--- config.mk ---
export PLATFORM = sky130hd
export DESIGN_NAME = conv_shape
export DESIGN_NICKNAME = d
export VERILOG_FILES = /design/src/conv_pkg.sv /design/src/conv_shape.sv
export SDC_FILE = /design/constraint.sdc
export NUM_CORES = 1
export LEC_CHECK = 0
export ABC_AREA = 1
export CAP_MARGIN = 20
export CORE_UTILIZATION = 60
export DETAILED_ROUTE_END_ITERATION = 16
export DONT_BUFFER_PORTS = 1
export PLACE_DENSITY_LB_ADDON = 0.2
export RECOVER_POWER = 25
export SETUP_SLACK_MARGIN = 0.5
export SYNTH_ARGS = -nofsm -noshare
export SYNTH_HDL_FRONTEND = slang
export SYNTH_SLANG_ARGS = --single-unit
--- constraint.sdc ---
create_clock -name vclk -period 41.5
set_input_delay 2.075 -clock vclk [all_inputs]
set_output_delay 2.075 -clock vclk [all_outputs]
set_load 0.01 [all_outputs]
--- src/conv_pkg.sv ---
package conv_pkg;

    // operand and memory geometry
    localparam int DATA_W     = 8;
    localparam int WORD_BYTES = 8;
    localparam int MAC_LANES  = 64;
    localparam int MAX_GROUPS = 8;
    localparam int WBUF_WORDS = 64;
    localparam int BUF_IDX_W  = $clog2(WBUF_WORDS);

    typedef logic [DATA_W-1:0]            byte_t;
    typedef logic [WORD_BYTES*DATA_W-1:0] word_t;
    typedef logic [7:0]                   dim_t;
    typedef logic [3:0]                   stride_t;
    typedef logic [15:0]                  addr_t;
    typedef logic [3:0]                   chan_t;
    typedef logic [6:0]                   mac_count_t;
    typedef logic [3:0]                   group_count_t;
    typedef logic [MAC_LANES*DATA_W-1:0]  lanes_t;
    typedef logic [MAX_GROUPS*$bits(mac_count_t)-1:0] mac_counts_t;

    // slot index into the patch or weight store, one bit above the store index
    typedef logic [BUF_IDX_W:0] slot_t;

    typedef struct packed {
        dim_t    img_row;
        dim_t    img_col;
        dim_t    ker_row;
        dim_t    ker_col;
        chan_t   in_channel;
        chan_t   out_channel;
        stride_t stride_row;
        stride_t stride_col;
    } conv_cfg_t;

    typedef struct packed {
        dim_t         out_row;
        dim_t         out_col;
        dim_t         ker_area;
        mac_count_t   total_macs;
        group_count_t groups_max;
    } conv_shape_t;

    typedef struct packed {
        logic  rd;
        addr_t addr;
    } mem_req_t;

    typedef enum logic [2:0] {
        IDLE,
        LOAD_WEIGHTS,
        LOAD_PATCH,
        ISSUE,
        DONE
    } feed_state_e;

endpackage

--- src/conv_shape.sv ---
`timescale 1ns/1ns

module conv_shape (
    input  conv_pkg::conv_cfg_t   cfg_i,
    output conv_pkg::conv_shape_t shape_o
);
    import conv_pkg::*;

    stride_t     stride_r;
    stride_t     stride_c;
    dim_t        area;
    logic [11:0] macs_wide;
    logic [11:0] groups_full;

    always_comb begin
        // a cleared configuration carries zero strides
        stride_r = (cfg_i.stride_row == '0) ? stride_t'(1) : cfg_i.stride_row;
        stride_c = (cfg_i.stride_col == '0) ? stride_t'(1) : cfg_i.stride_col;

        // valid convolution, no padding
        shape_o.out_row = (cfg_i.img_row - cfg_i.ker_row) / dim_t'(stride_r) + dim_t'(1);
        shape_o.out_col = (cfg_i.img_col - cfg_i.ker_col) / dim_t'(stride_c) + dim_t'(1);

        area             = cfg_i.ker_row * cfg_i.ker_col;
        macs_wide        = 12'(area) * 12'(cfg_i.in_channel);
        shape_o.ker_area = area;
        shape_o.total_macs = mac_count_t'(macs_wide);

        // as many whole groups as fit into the lanes
        if (macs_wide == '0) begin
            groups_full = '0;
        end else begin
            groups_full = 12'(MAC_LANES) / macs_wide;
        end

        if (groups_full > 12'(MAX_GROUPS)) begin
            shape_o.groups_max = group_count_t'(MAX_GROUPS);
        end else begin
            shape_o.groups_max = group_count_t'(groups_full);
        end
    end

    // checked once a configuration with channels has been latched
    always_comb begin
        if (cfg_i.in_channel != '0) begin
            a_macs_fit: assert (macs_wide <= 12'(MAC_LANES))
                else $error("patch of %0d bytes exceeds the MAC lanes", macs_wide);
            a_chan_fit: assert (cfg_i.in_channel <= chan_t'(WORD_BYTES))
                else $error("%0d input channels exceed one word", cfg_i.in_channel);
        end
    end

endmodule

## Word level (Yosys, flattened, before mapping)

Cells that the tools add are included.

- Register bits: 0
- Input port bits: 48
- Word-level logic and storage cells: 17

- Add/subtract/negate cells: 4
- $mul: 2
- Div/mod/pow operators: 3
- $lt $le $gt $ge: 1
- Mux-type cells: 4
- Reductions and logical operators: 3

Operators with widths:

| operator | count |
|---|---|
| adder 8 x 1 -> 8 bit, second input constant | 2 |
| divider 8 x 4 -> 8 bit | 2 |
| subtractor 8 bit | 2 |
| divider 7 x 12 -> 12 bit, first input constant | 1 |
| greater-than comparator 12 x 4 -> 1 bit, second input constant | 1 |
| logical NOT 12 bit | 1 |
| multiplier 8 x 4 -> 12 bit | 1 |
| two-way mux 12 bit | 1 |
| two-way mux 4 bit | 3 |
| logical NOT 4 bit | 2 |
| multiplier 8 x 8 -> 8 bit | 1 |

## Logic depth before layout (Yosys ltp)

Gate-level depths: netlist of the first run.

- Depth in word-level cells: 6
- Mapped depth: 150
- Mapped depth without buffers: 146

## Worst setup path before layout of the first run

OpenSTA, ideal clock, no wires.

- Path type: input -> output
- From: input cfg_i[25] (netlist bit)
- To: output shape_o[1] (netlist bit)
- Data arrival time: 21.295 ns
- Required time: 39.425 ns
- Setup slack: 18.130 ns
- Cell stages on the path: 140
- Path buffers: 5
- Path through: clkbuf_1 nand2_1 fa_1 fa_1 inv_1 fa_1 fa_1 ha_1 inv_1 xor2_1 nor2_1 fa_1 inv_1 fa_1 inv_1 ha_1 nand2_1 inv_2 [104 not listed] o21bai_1 nand2_1 nand2_1 nand2_1 clkbuf_1 buf_2 nand2_1 o21ai_0 ha_1 a21oi_1 nor2_1 a211oi_1 o221a_2 nand2_1 nand2_1 nand2_1 nand2_1 and3_1

RTL lines:

| what | line | RTL |
|---|---|---|
| start, declared | conv_shape.sv:4 | `input conv_pkg::conv_cfg_t cfg_i,` |
| end, declared | conv_shape.sv:5 | `output conv_pkg::conv_shape_t shape_o` |

==> summary.txt, run 1 <==
Outcome
  – Status: finished with violations
  – Violated checks: capacitance limit, slew limit

Floorplan
  – Die area: roughly 15,000 um^2
  – Core Region: between 10,000 and 15,000 um^2
  – Die H: around 120 um
  – Core Rows: 43
  – Die width: between 100 and 150 um
  – I/O Pins: 83
  – Initial Util: 0.626

Synthesis
  – Synth unique cells: 56
  – Syn_nets: approximately 1,700
  – Mapped Cells: roughly 1,400
  – Synthesized area: approximately 9000 um^2
  – Avg Inst Size Synth: 6.17 um^2
  – Post-synthesis sequential area ratio: 0
  – Synth warnings: 0

Finish
  – Num sequential: 0
  – Share of cells above drive strength 1: 0.0817
  – Nets@finish: between 1,500 and 2,000
  – Inserted Diodes: 0
  – Commonest non-fill, non-tap cell in the layout: nand2_1
  – Final cell count without fillers: ~1,600
  – Syn-to-layout area delta: 1.81%
  – CLK BUF: 0
  – Register area: 0 um^2
  – Most frequent cells in the layout: nand2_1, inv_1, ha_1

Timing
  – Final period utilization: 0.654
  – Setup TNS: 0 ns
  – Final setup margin: 14.34 ns
  – RSZ-0062 raised after global routing: no
  – Worst Max-Slew Pin Slew: approximately 1.5 ns
  – Slew Viols, Final: 16
  – Hold Vio Cnt, Final: 0
  – # setup viols final: 0
  – Slew headroom: -0.0300
  – Min cycle time layout: about 27 ns
  – Fmax: about 37 MHz

Drt
  – Post-route ant nets: 0
  – DR vias: just under 9,000
  – DR iter-0 viols: 340
  – Vias per cell: between 5 and 6
  – Wire per inst: 12.6 um
  – Drt drc: 0
  – Pre-antenna DRT Iters: 5
  – Drt total wl: 20.1 mm

Critical path
  – CP required: 39.42 ns
  – WS Path Type: input pin to output pin
  – CP startpoint kind: input pin
  – Crit path max-delay cell type: fa_1
  – CP most frequent cell: nand2_1
  – Slowest stage delay, CP: between 0.5 and 0.6 ns
  – Critical path arrival: 25.08 ns
  – Crit path max fanout: 20
  – Crit path capture type: output pin

CTS
  – Post-CTS resize count: 0
  – Post-CTS setup buffers: 0
  – Post-CTS Hold Buffers: 0

GRT
  – First-pass GRT wire length: roughly 35 mm
  – Pin count of the biggest net entering global routing: 21
  – Initial antenna violation count: 0
  – Vias in the first global route: a little over 8,000
  – GRT Util Overall: 0.276
  – Total gr overflow: 0

Place
  – Setup WS pre-CTS: 14.61 ns
  – Placed Cells: 1,600
  – Port Buffers: 0
  – Post-DP HPWL: between 15 and 20 mm
  – GPL Wtd Cong: approximately 0.90

Worst hold path
  – Worst min path class: input pin to output pin

Job
  – Max cap viols: 1
## worst max-delay path, delay by kind of cell
kind	cells	cell delay, ns
AO/OA/AOI/OAI	36	5.57
XOR/XNOR	1	0.31
adder cells (fa/ha/maj)	18	6.64
buffers and inverters	22	2.01
AND/OR/NAND/NOR	63	8.39
## synth_stat cells (12+ instances only)
cell type / n / area, um^2
a21o_1: 14 / 105
a21oi_1: 63 / 315
fa_1: 26 / 521
ha_1: 168 / 2100
inv_1: 246 / 923
inv_2: 18 / 67.6
nand2_1: 376 / 1410
nand2_2: 20 / 125
nand3_1: 78 / 390
nand4_1: 19 / 119
nor2_1: 75 / 282
nor2_2: 12 / 75.1
nor3_1: 13 / 65.1
o21ai_0: 54 / 270
o21ai_1: 13 / 65.1
o21bai_1: 14 / 105
or2_2: 15 / 93.8
xnor2_1: 31 / 272
xor2_1: 56 / 490
## routing by layer
layer / vias to the layer above / track usage / part of all wire
li1: 4613 / - / -
met1: 3884 / 0.357 / 0.48
met2: 136 / 0.506 / 0.46
met3: 26 / 0.0175 / 0.041
met4: 0 / 0.0467 / 0.018
met5: - / 0 / 0
## cells by family (layout without fill, tap and decap cells)
group / count (synthesis) / in the layout / synth area share
buffers and inverters: 277 / 265 / 0.119
XOR/XNOR: 87 / 87 / 0.0863
adder cells (fa/ha/maj): 194 / 194 / 0.297
multiplexers: 1 / 1 / 0.00113
AND/OR/NAND/NOR: 667 / 667 / 0.353
AO/OA/AOI/OAI: 206 / 206 / 0.144
## final cells by class
type	count	area, um^2
Fill cell	1418	5110
Tap cell	180	225
Multi-Input combinational cell	1155	7770
Inverter	265	995
## metrics by stage
stage | instance area, um^2 | utilization | hold WS (ns)
3_5_place_dp | 9000 | 0.638 | 4.32
4_1_cts | 9000 | 0.638 | 4.32
2_1_floorplan | 8830 | - | 4.30
5_1_grt | 8990 | 0.638 | 4.34
3_3_place_gp | 9000 | 0.638 | 4.31
6_report | 8990 | 0.638 | 4.31
## path summary, 6_finish.rpt
| check | startpoint | endpoint | slack (ns) | cells after the start |
|---|---|---|---|---|
| worst max-delay path | cfg_i[20] | shape_o[1] | 14.34 | 140 |
| worst min-delay path | cfg_i[5] | shape_o[34] | 4.31 | 3 |
Power of run 1 is not shown: default switching activity piles up to over one toggle a cycle in this logic, so the estimate is an artifact.
==> run 2: changes to the inputs <==
==> constraint.sdc (replaced) <==
create_clock -name vclk -period 27.5
set_input_delay 1.375 -clock vclk [all_inputs]
set_output_delay 1.375 -clock vclk [all_outputs]
set_load 0.01 [all_outputs]
==> run 2 against run 1 <==
The flow still finishes with violations (capacitance limit, slew limit). Via count is essentially flat. Critical path depth is 1 lower. Die area unchanged. Sequential share of layout area did not move. Non-clock buffer count unchanged. Sequential cell count is the same. First-iteration DRC count grew 17%. Worst hold slack lost 1.4 ns.
==> summary.txt, run 2 (synthesis gave the netlist of run 1 again) <==
Outcome
  – Status: finished with violations
  – Violated checks: capacitance limit, slew limit

Worst hold path
  – WHS Path Cells: 3 (unchanged)
  – Worst min path class: input pin to output pin
  – Hold_sp: cfg_i[5]

Drt
  – Drt total wl: 20.0 mm (-0.52%)
  – Drt drc: 0 (unchanged)
  – Post-route ant nets: 0 (unchanged)
  – Wire per inst: 12.5 um (-0.52%)
  – Vias per cell: 5.41 (about the same)
  – DR iter-0 viols: 398 (+17%)
  – Pre-antenna DRT Iters: 5 (unchanged)
  – DR vias: 8,653 (-0.069%)

GRT
  – GRT Util Overall: 0.270 (-0.00652)
  – Total gr overflow: 0 (unchanged)
  – First-pass GRT wire length: 34.1 mm (-2.6%)
  – Pin count of the biggest net entering global routing: 21 (unchanged)
  – Initial antenna violation count: 0 (unchanged)
  – Vias in the first global route: 7,892 (-3.3%)

Floorplan
  – Die width: 123 um (unchanged)
  – Initial Util: 0.626 (unchanged)
  – Core Rows: 43 (unchanged)
  – Die H: 123 um (unchanged)
  – I/O Pins: 83 (unchanged)
  – Die area: 15,200 um^2 (unchanged)
  – Core Region: 14,100 um^2 (unchanged)

Finish
  – Most frequent cells in the layout: nand2_1, inv_1, ha_1
  – Number of fill cells in the layout: 1,422 (+0.28%)
  – Share of cells above drive strength 1: 0.0852 (+0.00352)
  – Commonest non-fill, non-tap cell in the layout: nand2_1
  – Num sequential: 0 (unchanged)
  – Syn-to-layout area delta: 2.03%
  – CLK BUF: 0 (unchanged)
  – Register area: 0 um^2 (unchanged)
  – Nets@finish: 1,664 (unchanged)
  – Inserted Diodes: 0 (unchanged)

Timing
  – Fmax: between 40 and 50 MHz
  – Hold WS: 2.92 ns (-1.40 ns)
  – Setup TNS: 0 ns (unchanged)
  – Min cycle time layout: ~25 ns
  – Worst Max-Slew Pin Slew: 1.52 ns (-0.0230 ns)
  – # setup viols final: 0 (unchanged)
  – Hold Vio Cnt, Final: 0 (unchanged)
  – Slew Viols, Final: 16 (unchanged)
  – Slew headroom: -0.0146 (+0.0154)
  – RSZ-0062 raised after global routing: no
  – Final period utilization: 0.906

Critical path
  – Slowest stage delay, CP: 0.53 ns (about the same)
  – WS Path Type: input pin to output pin
  – CP most frequent cell: nand2_1
  – Crit path max fanout: 20 (unchanged)
  – CP Launch Point: cfg_i[20]
  – CP startpoint kind: input pin
  – Crit path capture type: output pin
  – CP Capture Point: shape_o[2]
  – Crit path max-delay cell type: fa_1
  – Critical path arrival: 23.54 ns (-1.54 ns)
  – CP required: 26.12 ns (-13.30 ns)

Job
  – Max cap viols: 1 (unchanged)

Place
  – Post-DP HPWL: 17.0 mm (-0.65%)
  – Port Buffers: 0 (unchanged)
  – GPL Wtd Cong: 0.897 (about the same)

CTS
  – Post-CTS setup buffers: 0 (unchanged)
[run 2: cell counts in the layout (fill, tap and decap cells not counted)]
No cell type changed its count.
[run 2: layer usage]
| metal | share of wire | GRT usage |
|---|---|---|
| met5 | 0 | 0 |
| met4 | 0.012 | 0.0354 |
| met3 | 0.038 | 0.0161 |
| met2 | 0.47 | 0.499 |
| met1 | 0.48 | 0.349 |
[run 2: worst min-delay path by stage]
stage / to / slack, ns
finish: shape_o[34] / 2.92
global route: shape_o[34] / 2.94
CTS: shape_o[34] / 2.92
detailed placement: shape_o[34] / 2.92
global placement: shape_o[34] / 2.91
floorplan: shape_o[34] / 2.90
[run 2: stage by stage]
stage           util  setup WS [ns]  instance area, um^2  instances
2_1_floorplan      -           5.53                 8830       1432
3_3_place_gp   0.638           2.30                 9000       1600
3_5_place_dp   0.638           2.05                 9000       1600
4_1_cts        0.638           1.94                 9000       1600
5_1_grt        0.639          0.454                 9010       1600
6_report       0.639           2.58                 9010       1600
[run 2: area by class of cell]
type               count  area, um^2  area share
multi-input cells   1155        7790       0.865
inverters            265         995       0.110
well taps            180         225      0.0250
[run 2: critical path, delay by kind of cell]
family | cells | cell delay [ns]
xor gates and xnor gates | 1 | 0.30
AOI/OAI and AO/OA | 36 | 6.01
adders and majority gates | 18 | 6.59
buffers and inverters | 23 | 2.02
and+or+nand+nor | 61 | 7.18
[run 2: what timing repair did]
| action | in CTS | in global routing |
|---|---|---|
| hold buffers | 0 | 0 |
| gates resized for setup | 0 | 5 |
| endpoints found under the setup margin | 0 | 3 |
Power of run 2 is left out for the same reason.
