==> config.mk <==
export PLATFORM = sky130hd
export DESIGN_NAME = conv_ctrl
export DESIGN_NICKNAME = d
export VERILOG_FILES = /design/src/conv_pkg.sv /design/src/conv_ctrl.sv
export SDC_FILE = /design/constraint.sdc
export NUM_CORES = 1
export LEC_CHECK = 0
export ABC_AREA = 1
export BUFFER_PORTS_ARGS = -buffer_cell sky130_fd_sc_hd__buf_2
export CAP_MARGIN = 20
export CORE_MARGIN = 3
export CORE_UTILIZATION = 50
export DETAILED_ROUTE_END_ITERATION = 6
export PLACE_DENSITY = 0.83
export RECOVER_POWER = 100
export SYNTH_ARGS = -nofsm -noshare
export SYNTH_HDL_FRONTEND = slang
export SYNTH_SLANG_ARGS = --single-unit
export TNS_END_PERCENT = 100
==> constraint.sdc <==
create_clock -name clk -period 10.97 [get_ports clk]
set_input_delay 1.6455 -clock clk [delete_from_list [all_inputs] [get_ports clk]]
set_output_delay 1.6455 -clock clk [all_outputs]
set_load 0.1 [all_outputs]
==> src/conv_pkg.sv <==
package conv_pkg;

    // operand and memory geometry
    localparam int DATA_W     = 8;
    localparam int WORD_BYTES = 8;
    localparam int MAC_LANES  = 64;
    localparam int MAX_GROUPS = 8;
    localparam int WBUF_WORDS = 64;
    localparam int BUF_IDX_W  = $clog2(WBUF_WORDS);

    typedef logic [DATA_W-1:0]            byte_t;
    typedef logic [WORD_BYTES*DATA_W-1:0] word_t;
    typedef logic [7:0]                   dim_t;
    typedef logic [3:0]                   stride_t;
    typedef logic [15:0]                  addr_t;
    typedef logic [3:0]                   chan_t;
    typedef logic [6:0]                   mac_count_t;
    typedef logic [3:0]                   group_count_t;
    typedef logic [MAC_LANES*DATA_W-1:0]  lanes_t;
    typedef logic [MAX_GROUPS*$bits(mac_count_t)-1:0] mac_counts_t;

    // slot index into the patch or weight store, one bit above the store index
    typedef logic [BUF_IDX_W:0] slot_t;

    typedef struct packed {
        dim_t    img_row;
        dim_t    img_col;
        dim_t    ker_row;
        dim_t    ker_col;
        chan_t   in_channel;
        chan_t   out_channel;
        stride_t stride_row;
        stride_t stride_col;
    } conv_cfg_t;

    typedef struct packed {
        dim_t         out_row;
        dim_t         out_col;
        dim_t         ker_area;
        mac_count_t   total_macs;
        group_count_t groups_max;
    } conv_shape_t;

    typedef struct packed {
        logic  rd;
        addr_t addr;
    } mem_req_t;

    typedef enum logic [2:0] {
        IDLE,
        LOAD_WEIGHTS,
        LOAD_PATCH,
        ISSUE,
        DONE
    } feed_state_e;

endpackage

==> src/conv_ctrl.sv <==
`timescale 1ns/1ns

module conv_ctrl (
    input  logic                   clk,
    input  logic                   rst,
    input  logic                   init_i,
    input  logic                   start_i,
    input  conv_pkg::conv_cfg_t    cfg_i,
    input  conv_pkg::conv_shape_t  shape_i,
    output conv_pkg::conv_cfg_t    cfg_o,
    output conv_pkg::mem_req_t     img_req_o,
    output conv_pkg::mem_req_t     wgt_req_o,
    output logic                   patch_wr_o,
    output conv_pkg::slot_t        patch_slot_o,
    output logic                   wgt_wr_o,
    output conv_pkg::slot_t        wgt_slot_o,
    output conv_pkg::chan_t        oc_base_o,
    output conv_pkg::group_count_t batch_groups_o,
    output conv_pkg::mac_counts_t  num_macs_o,
    output logic                   mac_valid_o,
    output conv_pkg::dim_t         conv_row_o,
    output conv_pkg::dim_t         conv_col_o,
    output logic                   busy_o,
    output logic                   done_o
);
    import conv_pkg::*;

    feed_state_e  state;
    feed_state_e  state_nxt;
    conv_cfg_t    cfg_q;
    slot_t        load_cnt;
    slot_t        slot_q;
    dim_t         ker_r;
    dim_t         ker_c;
    dim_t         out_r;
    dim_t         out_c;
    dim_t         win_row;
    dim_t         win_col;
    chan_t        oc_base;
    chan_t        oc_left;
    group_count_t batch_groups;
    logic [11:0]  wgt_total;
    logic         wgt_last;
    logic         patch_last;
    logic         row_last;
    logic         col_last;
    logic         batch_last;

    // weight word address equals the linear buffer slot
    assign wgt_total  = 12'(cfg_q.out_channel) * 12'(shape_i.ker_area);
    assign wgt_last   = (12'(load_cnt) == wgt_total);
    assign patch_last = ({1'b0, load_cnt} == shape_i.ker_area);

    // window origin in image coordinates
    assign win_row  = out_r * dim_t'(cfg_q.stride_row);
    assign win_col  = out_c * dim_t'(cfg_q.stride_col);
    assign row_last = (out_r == shape_i.out_row - dim_t'(1));
    assign col_last = (out_c == shape_i.out_col - dim_t'(1));

    assign oc_left      = cfg_q.out_channel - oc_base;
    assign batch_groups = (shape_i.groups_max < oc_left) ? shape_i.groups_max : oc_left;
    assign batch_last   = (batch_groups == oc_left);

    always_comb begin
        state_nxt = state;
        case (state)
            IDLE: begin
                if (start_i) begin
                    state_nxt = LOAD_WEIGHTS;
                end
            end
            LOAD_WEIGHTS: begin
                if (wgt_last) begin
                    state_nxt = LOAD_PATCH;
                end
            end
            LOAD_PATCH: begin
                if (patch_last) begin
                    state_nxt = ISSUE;
                end
            end
            ISSUE: begin
                if (batch_last) begin
                    state_nxt = (row_last && col_last) ? DONE : LOAD_PATCH;
                end
            end
            DONE: state_nxt = IDLE;
            default: state_nxt = IDLE;
        endcase
    end

    always_ff @(posedge clk) begin
        if (!rst || init_i) begin
            state <= IDLE;
        end else begin
            state <= state_nxt;
        end
    end

    always_ff @(posedge clk) begin
        if (!rst) begin
            cfg_q <= '0;
        end else if (state == IDLE && start_i && !init_i) begin
            cfg_q <= cfg_i;
        end
    end

    // slot, kernel position, window and channel counters
    always_ff @(posedge clk) begin
        if (!rst || init_i) begin
            load_cnt <= '0;
            ker_r    <= '0;
            ker_c    <= '0;
            out_r    <= '0;
            out_c    <= '0;
            oc_base  <= '0;
        end else begin
            case (state)
                LOAD_WEIGHTS: load_cnt <= wgt_last ? '0 : load_cnt + slot_t'(1);
                LOAD_PATCH: begin
                    if (patch_last) begin
                        load_cnt <= '0;
                        ker_r    <= '0;
                        ker_c    <= '0;
                    end else begin
                        load_cnt <= load_cnt + slot_t'(1);
                        if (ker_c == cfg_q.ker_col - dim_t'(1)) begin
                            ker_c <= '0;
                            ker_r <= ker_r + dim_t'(1);
                        end else begin
                            ker_c <= ker_c + dim_t'(1);
                        end
                    end
                end
                ISSUE: begin
                    if (batch_last) begin
                        oc_base <= '0;
                        if (col_last) begin
                            out_c <= '0;
                            out_r <= row_last ? '0 : out_r + dim_t'(1);
                        end else begin
                            out_c <= out_c + dim_t'(1);
                        end
                    end else begin
                        oc_base <= oc_base + batch_groups;
                    end
                end
                default: ;
            endcase
        end
    end

    always_comb begin
        wgt_req_o.rd   = (state == LOAD_WEIGHTS) && !wgt_last;
        wgt_req_o.addr = addr_t'(load_cnt);
        img_req_o.rd   = (state == LOAD_PATCH) && !patch_last;
        img_req_o.addr = addr_t'(win_row + ker_r) * addr_t'(cfg_q.img_col)
                       + addr_t'(win_col + ker_c);
    end

    // returned words land one cycle after their request
    always_ff @(posedge clk) begin
        if (!rst || init_i) begin
            patch_wr_o <= 1'b0;
            wgt_wr_o   <= 1'b0;
        end else begin
            patch_wr_o <= img_req_o.rd;
            wgt_wr_o   <= wgt_req_o.rd;
        end
    end

    always_ff @(posedge clk) begin
        slot_q <= load_cnt;
    end

    always_comb begin
        num_macs_o = '0;
        for (int g = 0; g < MAX_GROUPS; g++) begin
            if (g < int'(batch_groups)) begin
                num_macs_o[g*$bits(mac_count_t) +: $bits(mac_count_t)] = shape_i.total_macs;
            end
        end
    end

    assign cfg_o          = cfg_q;
    assign patch_slot_o   = slot_q;
    assign wgt_slot_o     = slot_q;
    assign oc_base_o      = oc_base;
    assign batch_groups_o = batch_groups;
    assign mac_valid_o    = (state == ISSUE);
    assign conv_row_o     = win_row;
    assign conv_col_o     = win_col;
    assign busy_o         = (state != IDLE);
    assign done_o         = (state == DONE);

    a_wgt_fit: assert property (@(posedge clk) disable iff (!rst)
        (state != IDLE) |-> (wgt_total <= 12'(WBUF_WORDS)))
        else $error("weights of %0d words exceed the buffer", wgt_total);

    // every batch carries at least one output channel
    a_batch_groups: assert property (@(posedge clk) disable iff (!rst)
        mac_valid_o |-> (batch_groups != '0))
        else $error("MAC batch issued without groups");

endmodule

* After elaboration in Yosys (flattened, before gate mapping)
Index checks and enable logic that the tools add are counted.
** Storage, ports and cells
- Input bits :: 87
- Memory bits (read-only) :: 0
- Bits in latches :: 0
- RAM bits :: 0
- Memories :: 0
- Output and inout bits :: 181
- Register bits :: 103
** Cells by class
- Equal/unequal tests :: 14
- Multiply operators :: 4
- Mux-type cells :: 25
- Shift-type cells :: 0
- Add/sub/neg operators :: 13
- Reduce and logical (&&, ||, !) cells :: 18
- Bitwise operators :: 0
- Divide/modulo/power cells :: 0
- $lt $le $gt $ge :: 9
** Operators by type and width (number)
- 7-bit 2-to-1 mux :: 10
- 8-bit 2-to-1 mux :: 6
- 8-bit by 1-bit adder with 8-bit output (second input constant) :: 4
- 8-bit == test :: 3
- 8-bit by 1-bit subtractor with 8-bit output (second input constant) :: 3
- 8-bit by 8-bit adder with 9-bit output :: 2
- 16-bit by 9-bit adder with 16-bit output :: 1
- 3-bit by 4-bit less-than comparator with 1-bit output (first input constant) :: 4
- 8-bit by 4-bit multiplier with 8-bit output :: 2
- 9-bit by 8-bit multiplier with 16-bit output :: 1
- 3-bit 2-to-1 mux :: 5
- 7-bit case mux with 2 select lines :: 1
- 7-bit by 12-bit == test with 1-bit output :: 1
- 4-bit by 8-bit multiplier with 12-bit output :: 1
- 3-bit case mux with 4 select lines :: 1
- 7-bit by 8-bit == test with 1-bit output :: 1
- 1-bit by 4-bit less-than comparator with 1-bit output (first input constant) :: 2
- 2-bit by 4-bit less-than comparator with 1-bit output (first input constant) :: 2
- 4-bit 2-to-1 mux :: 2
- 7-bit by 1-bit adder with 7-bit output (second input constant) :: 1
- 3-bit by 2-bit == test with 1-bit output (second input constant) :: 2
- 2-bit inequality test (second input constant) :: 3
- 1-bit logical AND :: 5
- 4-bit adder :: 1
- 14 further kinds :: 19

* Depth between registers and ports, before layout
- Depth after elaboration :: 6
- Depth in mapped cells :: 36
- Mapped depth without buffers :: 35

* Least setup slack after synthesis
OpenSTA, ideal clock, no wires.
- Kind :: register to output
- Start :: register cfg_q (netlist bit cfg_o[5])
- End :: output img_req_o[13] in the netlist's numbering
- Buffers on the path :: 1
- Required time :: 9325 ps
- Data arrival time :: 10676 ps
- Stages on the path, launching flop included :: 31
- Setup slack :: -1351 ps
- Path through :: dfxtp_1 clkbuf_1 nand2_1 fa_1 inv_1 fa_1 fa_1 xor2_1 ha_1 inv_1 o21bai_1 or2_2 nand2_1 inv_1 nand2_1 fa_1 fa_1 fa_1 inv_1 fa_1 inv_1 fa_1 inv_1 ha_1 a21oi_1 o21ai_0 a21oi_1 o21ai_1 a21boi_0 o21ai_1 xor2_1
** RTL lines
- from (decl) :: line conv_ctrl.sv:30 : conv_cfg_t cfg_q;
- from (signal assigned) :: line conv_ctrl.sv:104 : cfg_q <= cfg_i;
- to (decl) :: line conv_ctrl.sv:11 : output conv_pkg::mem_req_t img_req_o,

==> results.sh <==
export IMPL_ys_ff_latch=103
export IMPL_routed_via_density=5.06
export IMPL_yosys_warnings=0
export IMPL_power_density_nw_per_um2=104
export IMPL_h_tree_depth=3
export IMPL_max_slew_margin=-0.326
export IMPL_nets=2181
export IMPL_synthFlopType="dfxtp_1"
export IMPL_setup_viol_count_final=0
export IMPL_worstReg2RegEnd="oc_base_o[1]$_SDFFE_PP0P_"
export IMPL_fmax_mhz=96.1
export IMPL_hold_depth=0
export IMPL_yosys_top_cells_count="nand2_1 (350), inv_1 (321), nor2_1 (237)"
export IMPL_fin_area_sq_um=13200
export IMPL_skew_ps=8.87
export IMPL_first_global_vias=10900
export IMPL_seq_area_frac_synth=0.178
export IMPL_hold_violations=0
export IMPL_grt_util_all_layers=0.251
export IMPL_reg2reg_from="cfg_o[10]$_SDFFE_PN0P_"
export IMPL_grt_pass1_wl_um=51100
export IMPL_worst_pin_slew_ps=1990
export IMPL_avgSynthCellArea_sq_um=6.90
export IMPL_rsz0062_at_grt="no"
export IMPL_synth_top_family_by_area="simple AND/OR/NAND/NOR gates"
export IMPL_place_ws_ps=838
export IMPL_gp_congestion=0.917
export IMPL_clock_sinks=103
export IMPL_status="finished with violations"
export IMPL_core_area_sq_um=22700
export IMPL_wl_per_cell_um=14.3
export IMPL_cp_end_kind="primary output"
export IMPL_yosys_top_cells_area="dfxtp_1 (18%), fa_1 (15%), ha_1 (12%), nand2_1 (11%), inv_1 (10%)"
export IMPL_synth_top_area_share=0.178
export IMPL_min_path_type="reg2reg"
export IMPL_antenna_found_initial=2
export IMPL_gr_total_overflow=0
export IMPL_cpMaxStageDelayCell="dfxtp_1"
export IMPL_cp_common_cell="fa_1"
export IMPL_fin_crit_ps=10400
export IMPL_yosys_area_share_simple=0.273
export IMPL_die_area_sq_um=25100
export IMPL_place_area_sq_um=13100
export IMPL_synthAdderAreaFrac=0.266
export IMPL_drcViolationCount=0
export IMPL_regToRegSetupSlack_ps=7110
export IMPL_die_w_um=158
export IMPL_stdcell_count=2192
export IMPL_critPathMaxFanout=10
export IMPL_portBuffers=258
export IMPL_cts_setup_buffers=0
export IMPL_drtAntennaViolNets=0
export IMPL_post_cts_resized=0
export IMPL_fin_hold_ws_ps=448
export IMPL_synth_edff_count=0
export IMPL_drtIter0Drc=843
export IMPL_synth_most_common_cell="nand2_1"
export IMPL_die_y_um=158
export IMPL_async_flop_share=0
export IMPL_critPathRequiredTime_ps=9320
export IMPL_cts_tree="built"
export IMPL_clkLatencyLatePin_ps=360
export IMPL_hold_start="load_cnt[6]$_SDFFE_PP0P_"
export IMPL_slew_viol_final=50
export IMPL_cts_root_buffer="clkbuf_16"
export IMPL_period_share=0.948
export IMPL_path_buf_inv=6
export IMPL_failed_checks="capacitance limit, slew limit"
export IMPL_syn_inst=1681
export IMPL_worst_ir_drop_vdd_v=0.000127
export IMPL_synth_xor_area_frac=0.0730
export IMPL_ys_types=54
export IMPL_max_cap_violations=2
export IMPL_synth_compound_area_frac=0.0747
export IMPL_dp_cells=2173
export IMPL_path_class="reg2out"
export IMPL_ff2ff_path_depth=16
export IMPL_synth_largest_area_cell="dfxtp_1"
export IMPL_cts_buffer_depth=2
export IMPL_area_growth_pct=13.5
export IMPL_hpwl_um=25700
export IMPL_crit_family="adder cells"
export IMPL_worstPathArrival_ps=8760
export IMPL_startpoint_type="flop"
export IMPL_clkSlewWorstSetupHoldPaths_ps=80
export IMPL_drive_gt1_frac=0.0913
export IMPL_wirelength_um=31400
export IMPL_start_util=0.511
export IMPL_num_rows=55
export IMPL_syn_area_sq_um=11600
export IMPL_grt_max_degree=62
export IMPL_cts_hold_buf=0
export IMPL_vias=11100
export IMPL_cts_buffers=9
export IMPL_setup_slack_ps=567
export IMPL_first_pass_iters=5
export IMPL_critPathMaxStageDelay_ps=550
export IMPL_hold_path_endpoint="patch_slot_o[6]$_DFF_P_"
export IMPL_leakage_nw=7.12
export IMPL_pin_count=268
export IMPL_muxShareOfSynthArea=0.000863
==> logic make-up after synthesis <==
family	Yosys count
AND/OR/NAND/NOR	738
multiplexers	1
other	1
AO/OA/AOI/OAI	156
buffers and inverters	393
flip-flops	103
adder cells (fa/ha/maj)	194
XOR/XNOR	95
==> power breakdown <==
part | internal, mW | leakage, nW | switching, mW
logic | 0.0893 | 6.13 | 0.513
registers | 0.387 | 0.839 | 0.0198
clock network | 0.189 | 0.157 | 0.166
==> worst max path at each step <==
stage | to | cells past startpoint | startpoint | slack, ps
final | img_req_o[13] | 29 | out_r[0]$_SDFFE_PP0P_ | 570
after global routing | img_req_o[13] | 29 | out_r[0]$_SDFFE_PP0P_ | 90
after CTS | img_req_o[13] | 29 | out_r[0]$_SDFFE_PP0P_ | 430
after detailed placement | img_req_o[13] | 29 | out_r[0]$_SDFFE_PP0P_ | 840
after global placement | img_req_o[13] | 29 | out_r[0]$_SDFFE_PP0P_ | 1020
after floorplan | img_req_o[13] | 30 | cfg_o[5]$_SDFFE_PN0P_ | -360
==> per-stage QoR <==
step | total power, mW | setup TNS (ps) | util
global placement | 1.03 | 0 | 0.575
global route | 1.42 | 0 | 0.580
detailed placement | 1.03 | 0 | 0.575
floorplan | 0.928 | -918 | -
CTS | 1.39 | 0 | 0.589
finish | 1.36 | 0 | 0.580
==> cell type report <==
class / instances / area, sq um
clock buffer: 10 / 239
timing repair buffer: 260 / 1110
inverter: 333 / 1250
multi-input combinational: 1193 / 8050
tap: 285 / 357
clock inverter: 6 / 81.3
antenna: 2 / 5.00
sequential: 103 / 2060
fill: 2199 / 9550
==> worst register-to-register path, delay by kind of cell (launching register included) <==
| kind | cells | cell delay, ps |
|---|---|---|
| fa+ha+maj | 4 | 1260 |
| compound gates | 4 | 1040 |
| flops | 1 | 560 |
| buf+inv | 4 | 390 |
| simple gates | 3 | 320 |
| xor+xnor | 1 | 210 |
==> layer usage <==
| layer | part of all wire | wire, um | track usage | vias to the layer above |
|---|---|---|---|---|
| li1 | - | - | - | 5539 |
| met1 | 0.41 | 12800 | 0.297 | 5077 |
| met2 | 0.50 | 15600 | 0.456 | 387 |
| met3 | 0.061 | 1900 | 0.0351 | 79 |
| met4 | 0.036 | 1140 | 0.106 | 0 |
| met5 | 0 | 0 | 0 | - |
==> flip-flops by register name (all words and copies together), names as in the netlist <==
register and flops:
ker_r 8, wgt_wr_o 1, ker_c 8, cfg_o 48
out_r 8, load_cnt 7, patch_wr_o 1, oc_base_o 4
out_c 8, state 3, patch_slot_o 7
==> cell usage in the layout, fill, tap and decap left out, drive strengths merged, types with 2 or more instances in the layout <==
master	count
nor3	11
nand3	71
diode	2
nand4	27
o21bai	5
a211oi	3
a21o	3
xor2	54
a21oi	71
buf	89
clkbuf	181
nand3b	5
nor3b	3
ha	107
nor2	251
or2	5
inv	335
conb	9
xnor2	41
clkinv	3
o21ai	67
dfxtp	103
fa	87
nand2	362
(Power assumes the default switching activity.)
